### src/source/board_pkg.sv
`default_nettype none

package board_pkg;

   // One serial data byte
   typedef logic [7:0] byte_t;

   // Index of the data bit on the line
   typedef logic [2:0] bit_idx_t;

   typedef enum logic [1:0] {
      RX_IDLE,
      RX_START,
      RX_DATA,
      RX_STOP
   } rx_state_t;

   typedef enum logic [1:0] {
      TX_IDLE,
      TX_START,
      TX_DATA,
      TX_STOP
   } tx_state_t;

   // Sysclk cycles per serial bit, 100 MHz at 115200 baud
   localparam int CLKS_PER_BIT_DEFAULT = 868;

   // Width of the power-on reset stretch counter
   localparam int RESET_CNT_W_DEFAULT = 16;

endpackage

`default_nettype wire

### src/source/reset_stretch.sv
`default_nettype none

module reset_stretch #(
   parameter int RESET_CNT_W = board_pkg::RESET_CNT_W_DEFAULT
) (
   input  wire  sysclk,
   input  wire  arst,
   output logic reset_int
);

   localparam logic [RESET_CNT_W-1:0] CNT_MAX = '1;

   logic [RESET_CNT_W-1:0] reset_cnt;

   // Saturates at all ones and stays there until the next arst
   always_ff @(posedge sysclk or posedge arst) begin
      if (arst) begin
         reset_cnt <= '0;
      end else if (reset_cnt != CNT_MAX) begin
         reset_cnt <= reset_cnt + 1'b1;
      end
   end

   assign reset_int = (reset_cnt != CNT_MAX);

endmodule

`default_nettype wire

### src/source/uart_rx.sv
`default_nettype none

module uart_rx #(
   parameter int CLKS_PER_BIT = board_pkg::CLKS_PER_BIT_DEFAULT
) (
   input  wire              sysclk,
   input  wire              reset_int,
   input  wire              uart_rxd,
   output board_pkg::byte_t rx_data,
   output logic             rx_valid,
   output logic             rx_frame_err
);

   import board_pkg::*;

   localparam int CNT_W = (CLKS_PER_BIT > 1) ? $clog2(CLKS_PER_BIT) : 1;
   localparam logic [CNT_W-1:0] BIT_LAST = CNT_W'(CLKS_PER_BIT - 1);
   localparam logic [CNT_W-1:0] HALF_BIT = CNT_W'((CLKS_PER_BIT - 1) / 2);

   rx_state_t        state;
   logic [CNT_W-1:0] clk_cnt;
   bit_idx_t         bit_idx;
   byte_t            shift_q;
   logic             rxd_meta;
   logic             rxd_sync;

   // Two-flop synchronizer, idle line is high
   always_ff @(posedge sysclk or posedge reset_int) begin
      if (reset_int) begin
         rxd_meta <= 1'b1;
         rxd_sync <= 1'b1;
      end else begin
         rxd_meta <= uart_rxd;
         rxd_sync <= rxd_meta;
      end
   end

   always_ff @(posedge sysclk or posedge reset_int) begin
      if (reset_int) begin
         state        <= RX_IDLE;
         clk_cnt      <= '0;
         bit_idx      <= '0;
         rx_valid     <= 1'b0;
         rx_frame_err <= 1'b0;
      end else begin
         rx_valid <= 1'b0;
         case (state)
            RX_IDLE: begin
               clk_cnt <= '0;
               bit_idx <= '0;
               if (!rxd_sync) begin
                  state <= RX_START;
               end
            end
            RX_START: begin
               // Recheck at mid-bit so a short glitch is dropped
               if (clk_cnt == HALF_BIT) begin
                  clk_cnt <= '0;
                  state   <= rxd_sync ? RX_IDLE : RX_DATA;
               end else begin
                  clk_cnt <= clk_cnt + 1'b1;
               end
            end
            RX_DATA: begin
               if (clk_cnt == BIT_LAST) begin
                  clk_cnt <= '0;
                  bit_idx <= bit_idx + 1'b1;
                  if (bit_idx == 3'd7) begin
                     state <= RX_STOP;
                  end
               end else begin
                  clk_cnt <= clk_cnt + 1'b1;
               end
            end
            RX_STOP: begin
               if (clk_cnt == BIT_LAST) begin
                  clk_cnt      <= '0;
                  rx_valid     <= 1'b1;
                  rx_frame_err <= ~rxd_sync;
                  state        <= RX_IDLE;
               end else begin
                  clk_cnt <= clk_cnt + 1'b1;
               end
            end
            default: state <= RX_IDLE;
         endcase
      end
   end

   // LSB arrives first
   always_ff @(posedge sysclk) begin
      if (state == RX_DATA && clk_cnt == BIT_LAST) begin
         shift_q <= {rxd_sync, shift_q[7:1]};
      end
      if (state == RX_STOP && clk_cnt == BIT_LAST) begin
         rx_data <= shift_q;
      end
   end

endmodule

`default_nettype wire

### src/source/uart_tx.sv
`default_nettype none

module uart_tx #(
   parameter int CLKS_PER_BIT = board_pkg::CLKS_PER_BIT_DEFAULT
) (
   input  wire              sysclk,
   input  wire              reset_int,
   input  wire board_pkg::byte_t tx_data,
   input  wire              tx_start,
   output logic             uart_txd,
   output logic             tx_busy
);

   import board_pkg::*;

   localparam int CNT_W = (CLKS_PER_BIT > 1) ? $clog2(CLKS_PER_BIT) : 1;
   localparam logic [CNT_W-1:0] BIT_LAST = CNT_W'(CLKS_PER_BIT - 1);

   tx_state_t        state;
   logic [CNT_W-1:0] clk_cnt;
   bit_idx_t         bit_idx;
   byte_t            shift_q;

   always_ff @(posedge sysclk or posedge reset_int) begin
      if (reset_int) begin
         state    <= TX_IDLE;
         clk_cnt  <= '0;
         bit_idx  <= '0;
         uart_txd <= 1'b1;
      end else begin
         case (state)
            TX_IDLE: begin
               clk_cnt  <= '0;
               bit_idx  <= '0;
               uart_txd <= 1'b1;
               if (tx_start) begin
                  uart_txd <= 1'b0;
                  state    <= TX_START;
               end
            end
            TX_START, TX_DATA: begin
               if (clk_cnt == BIT_LAST) begin
                  clk_cnt <= '0;
                  if (state == TX_DATA && bit_idx == 3'd7) begin
                     uart_txd <= 1'b1;
                     state    <= TX_STOP;
                  end else begin
                     uart_txd <= shift_q[0];
                     if (state == TX_DATA) begin
                        bit_idx <= bit_idx + 1'b1;
                     end
                     state <= TX_DATA;
                  end
               end else begin
                  clk_cnt <= clk_cnt + 1'b1;
               end
            end
            TX_STOP: begin
               if (clk_cnt == BIT_LAST) begin
                  clk_cnt <= '0;
                  state   <= TX_IDLE;
               end else begin
                  clk_cnt <= clk_cnt + 1'b1;
               end
            end
            default: state <= TX_IDLE;
         endcase
      end
   end

   // Byte latched on start, then shifted out LSB first
   always_ff @(posedge sysclk) begin
      if (state == TX_IDLE && tx_start) begin
         shift_q <= tx_data;
      end else if (state != TX_IDLE && state != TX_STOP && clk_cnt == BIT_LAST) begin
         shift_q <= {1'b0, shift_q[7:1]};
      end
   end

   assign tx_busy = (state != TX_IDLE);

endmodule

`default_nettype wire

### src/source/system.sv
`default_nettype none

module system #(
   parameter int CLKS_PER_BIT = board_pkg::CLKS_PER_BIT_DEFAULT
) (
   input  wire  sysclk,
   input  wire  reset_int,
   input  wire  uart_rxd,
   output logic uart_txd,
   output logic trap
);

   import board_pkg::*;

   byte_t rx_data;
   logic  rx_valid;
   logic  rx_frame_err;
   byte_t buf_q;
   logic  buf_full;
   logic  tx_start;
   logic  tx_busy;

   uart_rx #(
      .CLKS_PER_BIT (CLKS_PER_BIT)
   ) uart_rx0 (
      .sysclk       (sysclk),
      .reset_int    (reset_int),
      .uart_rxd     (uart_rxd),
      .rx_data      (rx_data),
      .rx_valid     (rx_valid),
      .rx_frame_err (rx_frame_err)
   );

   // A byte arriving while full replaces the held one
   always_ff @(posedge sysclk or posedge reset_int) begin
      if (reset_int) begin
         buf_full <= 1'b0;
         trap     <= 1'b0;
      end else begin
         if (rx_valid && !rx_frame_err) begin
            buf_full <= 1'b1;
         end else if (tx_start) begin
            buf_full <= 1'b0;
         end
         if (rx_valid && rx_frame_err) begin
            trap <= 1'b1;
         end
      end
   end

   always_ff @(posedge sysclk) begin
      if (rx_valid && !rx_frame_err) begin
         buf_q <= rx_data;
      end
   end

   assign tx_start = buf_full & ~tx_busy;

   uart_tx #(
      .CLKS_PER_BIT (CLKS_PER_BIT)
   ) uart_tx0 (
      .sysclk    (sysclk),
      .reset_int (reset_int),
      .tx_data   (buf_q),
      .tx_start  (tx_start),
      .uart_txd  (uart_txd),
      .tx_busy   (tx_busy)
   );

endmodule

`default_nettype wire

### src/source/top_system.sv
`default_nettype none

module top_system #(
   parameter int CLKS_PER_BIT = board_pkg::CLKS_PER_BIT_DEFAULT,
   parameter int RESET_CNT_W  = board_pkg::RESET_CNT_W_DEFAULT
) (
   input  wire  sysclk,
   input  wire  arst,
   input  wire  uart_rxd,
   output logic uart_txd,
   output logic trap
);

   wire reset_int;

   // Core stays in reset for a while after the board reset lets go
   reset_stretch #(
      .RESET_CNT_W (RESET_CNT_W)
   ) reset_stretch0 (
      .sysclk    (sysclk),
      .arst      (arst),
      .reset_int (reset_int)
   );

   system #(
      .CLKS_PER_BIT (CLKS_PER_BIT)
   ) system0 (
      .sysclk    (sysclk),
      .reset_int (reset_int),
      .uart_rxd  (uart_rxd),
      .uart_txd  (uart_txd),
      .trap      (trap)
   );

endmodule

`default_nettype wire

### config.mk
export PLATFORM = sky130hd
export DESIGN_NAME = top_system
export DESIGN_NICKNAME = d
export VERILOG_FILES = /design/src/source/board_pkg.sv /design/src/source/reset_stretch.sv /design/src/source/uart_rx.sv /design/src/source/uart_tx.sv /design/src/source/system.sv /design/src/source/top_system.sv
export SDC_FILE = /design/constraint.sdc
export NUM_CORES = 1
export LEC_CHECK = 0
export BUFFER_PORTS_ARGS = -buffer_cell sky130_fd_sc_hd__buf_2
export CELL_PAD_IN_SITES_DETAIL_PLACEMENT = 0
export CELL_PAD_IN_SITES_GLOBAL_PLACEMENT = 1
export CORE_MARGIN = 4
export CORE_UTILIZATION = 55
export DETAILED_ROUTE_END_ITERATION = 12
export PLACE_DENSITY_LB_ADDON = 0.1
export SYNTH_ARGS = -nofsm -noshare
export SYNTH_HDL_FRONTEND = slang
export SYNTH_SLANG_ARGS = --single-unit
### constraint.sdc
create_clock -name sysclk -period 5.9 [get_ports sysclk]
set_clock_uncertainty 0.15 [all_clocks]
set_input_delay 1.18 -clock sysclk [delete_from_list [all_inputs] [get_ports sysclk]]
set_output_delay 1.18 -clock sysclk [all_outputs]
set_load 0.005 [all_outputs]
==> flow_summary.yaml <==
pwr:
  p_leak_nw: 1.61
  peakVddDrop_mv: 0.180
  power_density_mw_per_mm2: 275
routing:
  dr.pass1.iters: 4
  vias_per_cell: 5.50
  wl_per_cell_um: 13.7
  drtIter0Drc: 71
  antenna_left: 0
  drcViolationCount: 0
  wl_um: 5410
  vias: 2172
timing:
  max_freq_mhz: 361
  rsz0062_at_grt: "no"
  final.period_utilization_pct: 46.9
  hold_slack_ps: 211
  finalCriticalPeriod_ps: 2770
  fin_tns_setup_ps: 0
  post-route-worst-setup-slack_ps: 3130
  hold_violations: 0
  slew_headroom_pct: 44.0
  finalMaxSlewViolations: 0
  finalSetupViolations: 0
  worstMarginPinSlew_ps: 837
placed_design:
  portBuffers: 4
  placed_cell_area_mm2: 0.00378
  dp_hpwl_um: 3750
  gp_congestion: 0.791
  dp_slack_ps: 3110
setup_path:
  cp.arrival_ps: 2870
  timing.rr.start: "system0.uart_rx0.clk_cnt[3]"
  cp-start-kind: "register"
  worstSetupPathType: "register to register"
  crit_start: "system0.uart_rx0.clk_cnt[3]"
  cp-end-kind: "register"
  cp.required_ps: 6000
  path_max_fanout: 11
clock_tree:
  clk_latency_ps: 360
  cts_resized: 0
  numCtsBuffers: 9
  cts_setup_buffers: 0
  cts_num_sinks: 85
  clk_path_buf_depth: 2
  cts.reportedPaths.clkPinSlew_ps: 100
  cts_hold_buffers: 0
  cts_htree_levels: 3
  cts_tree: "done"
  cts_root_buf: "clkbuf_8"
global_routing:
  grt_pass1_vias: 2201
  grt_max_degree: 21
  grtUsageTotal_pct: 15.4
  antenna_found_initial: 0
  grt_pass1_wl_um: 10000
  overflow: 0
finish:
  nets: 329
  area_growth_pct: 7.53
  drive_above_1_share_pct: 13.2
  antennaDiodeCount: 0
  design_area_mm2: 0.00399
die:
  start_util_pct: 57.4
  core.rowCount: 29
  ioPinCount: 5
  die_height_um: 90.1
  die_w_um: 90.1
  dieArea_mm2: 0.00812
  core_mm2: 0.00646
synthesis:
  async_flop_share_pct: 62.4
  synth_fp_nets: 321
  synth_flop_cell: "dfrtp_1"
  ys_ff_latch: 85
  synth_top_cell_by_area: "dfrtp_1"
  synth.distinct_cells: 43
  synth_edf_count: 32
  yosys_warnings: 0
  ys_seq_area_share_pct: 61.8
  synth_top_area_share_pct: 33.8
  synth.cell_area_mm2: 0.00371
  synth.avg_cell_area_um2: 12.2
  synthCells: 305
  synthTopCellsByArea: "dfrtp_1, edfxtp_1, ha_1, nor2_1, mux2_2"
status:
  outcome: "complete, no violations"
min_path:
  min_path_type: "register to register"
  hold_start: "system0.uart_rx0.rxd_meta"
flow_run:
  maxCapViolCount: 0
-- cell families (layout without fill, tap and decap cells) --
kind of cell | after synthesis | in the layout | synth area share, %
buf+inv | 19 | 32 | 2.33
simple gates | 127 | 127 | 17.5
fa+ha+maj | 13 | 13 | 4.39
flops | 85 | 85 | 61.8
compound gates | 26 | 26 | 4.90
xor+xnor | 23 | 23 | 5.44
mux | 12 | 12 | 3.61
-- worst paths after layout --
path,end,depth (start not counted),slack (ps)
worst max register to register,system0.uart_rx0.rx_frame_err,4,3130
min in group asynchronous,reset_stretch0.reset_cnt[12],2,720
worst max-delay path,system0.uart_rx0.rx_frame_err,4,3130
worst min register to register,system0.uart_rx0.rxd_sync,0,210
worst min-delay path,system0.uart_rx0.rxd_sync,0,210
max in group asynchronous,system0.uart_rx0.rxd_meta,5,3350
-- stage by stage --
step           util [%]  instances  total power, W
6_report           61.7        395         0.00109
5_1_grt            61.7        395         0.00115
4_1_cts            61.7        395         0.00111
3_5_place_dp       58.6        379        0.000703
3_3_place_gp       58.6        379        0.000703
2_1_floorplan         -        305        0.000691
-- cell usage after synthesis, types with 9 or more instances --
| cell | n |
|---|---|
| mux2_2 | 11 |
| edfxtp_1 | 32 |
| nor2_1 | 39 |
| xor2_1 | 11 |
| dfrtp_1 | 50 |
| nand4_1 | 12 |
| ha_1 | 13 |
| nand3_1 | 17 |
| xnor2_1 | 12 |
| nand2_1 | 21 |
| inv_1 | 11 |
| nor3_1 | 9 |
-- worst max-delay path, stage by stage (launching register included) --
cell,delay [ps]
dfrtp_1,430
or3b_1,420
or4_4,560
nor2_1,680
mux2_2,410
-- registers in the layout (all words and copies together) (netlist names), named ones only --
| register | count |
|---|---|
| reset_stretch0.reset_cnt | 16 |
| system0.buf_full | 1 |
| system0.buf_q | 8 |
| system0.trap | 1 |
| system0.uart_rx0.bit_idx | 3 |
| system0.uart_rx0.clk_cnt | 10 |
| system0.uart_rx0.rx_data | 8 |
| system0.uart_rx0.rx_frame_err | 1 |
| system0.uart_rx0.rx_valid | 1 |
| system0.uart_rx0.rxd_meta | 1 |
| system0.uart_rx0.rxd_sync | 1 |
| system0.uart_rx0.shift_q | 8 |
| system0.uart_rx0.state | 1 |
| system0.uart_tx0.bit_idx | 3 |
| system0.uart_tx0.clk_cnt | 10 |
| system0.uart_tx0.shift_q | 8 |
| system0.uart_tx0.state | 2 |
| system0.uart_tx0.uart_txd | 1 |
-- power by group --
group / switching, W / total [W] / internal, W
Combinational: 0.0000235 / 0.0000427 / 0.0000192
Sequential: 0.0000205 / 0.000648 / 0.000628
Clock: 0.000236 / 0.000404 / 0.000168
Total: 0.000280 / 0.00109 / 0.000815
-- final cells by class --
class,count,area (µm²)
inverters,11,41.3
flip-flops and latches,85,2290
repair buffers,5,27.5
fillers,525,2470
clock inverters,7,76.3
clock buffers,9,124
multi-input cells,201,1330
well taps,77,96.3
-- routing by layer --
layer	part of all wire, %	global-route usage [%]	vias up
li1	-	-	1108
met1	50	21.4	1041
met2	46	23.0	16
met3	2.6	4.51	7
met4	1.5	5.87	0
met5	0	0	-
-- cell usage in the layout, fill, tap and decap left out, types with 3 or more instances in the layout --
cell type | netlist | final
and3_1 | 5 | 5
nand3_1 | 17 | 17
buf_2 | 0 | 4
edfxtp_1 | 32 | 32
ha_1 | 13 | 13
or4_1 | 3 | 3
a31oi_1 | 3 | 3
inv_1 | 11 | 11
nor2_1 | 39 | 39
dfstp_2 | 3 | 3
nand4_1 | 12 | 12
xor2_1 | 11 | 11
dfrtp_1 | 50 | 50
and2_1 | 3 | 3
nand2b_1 | 4 | 4
o21ai_0 | 4 | 4
xnor2_1 | 12 | 12
mux2_2 | 11 | 11
a21oi_1 | 6 | 6
nor3_1 | 9 | 9
clkbuf_8 | 0 | 9
nand2_1 | 21 | 21
inv_8 | 0 | 3
Note: power is estimated with default switching activity, not from simulation.
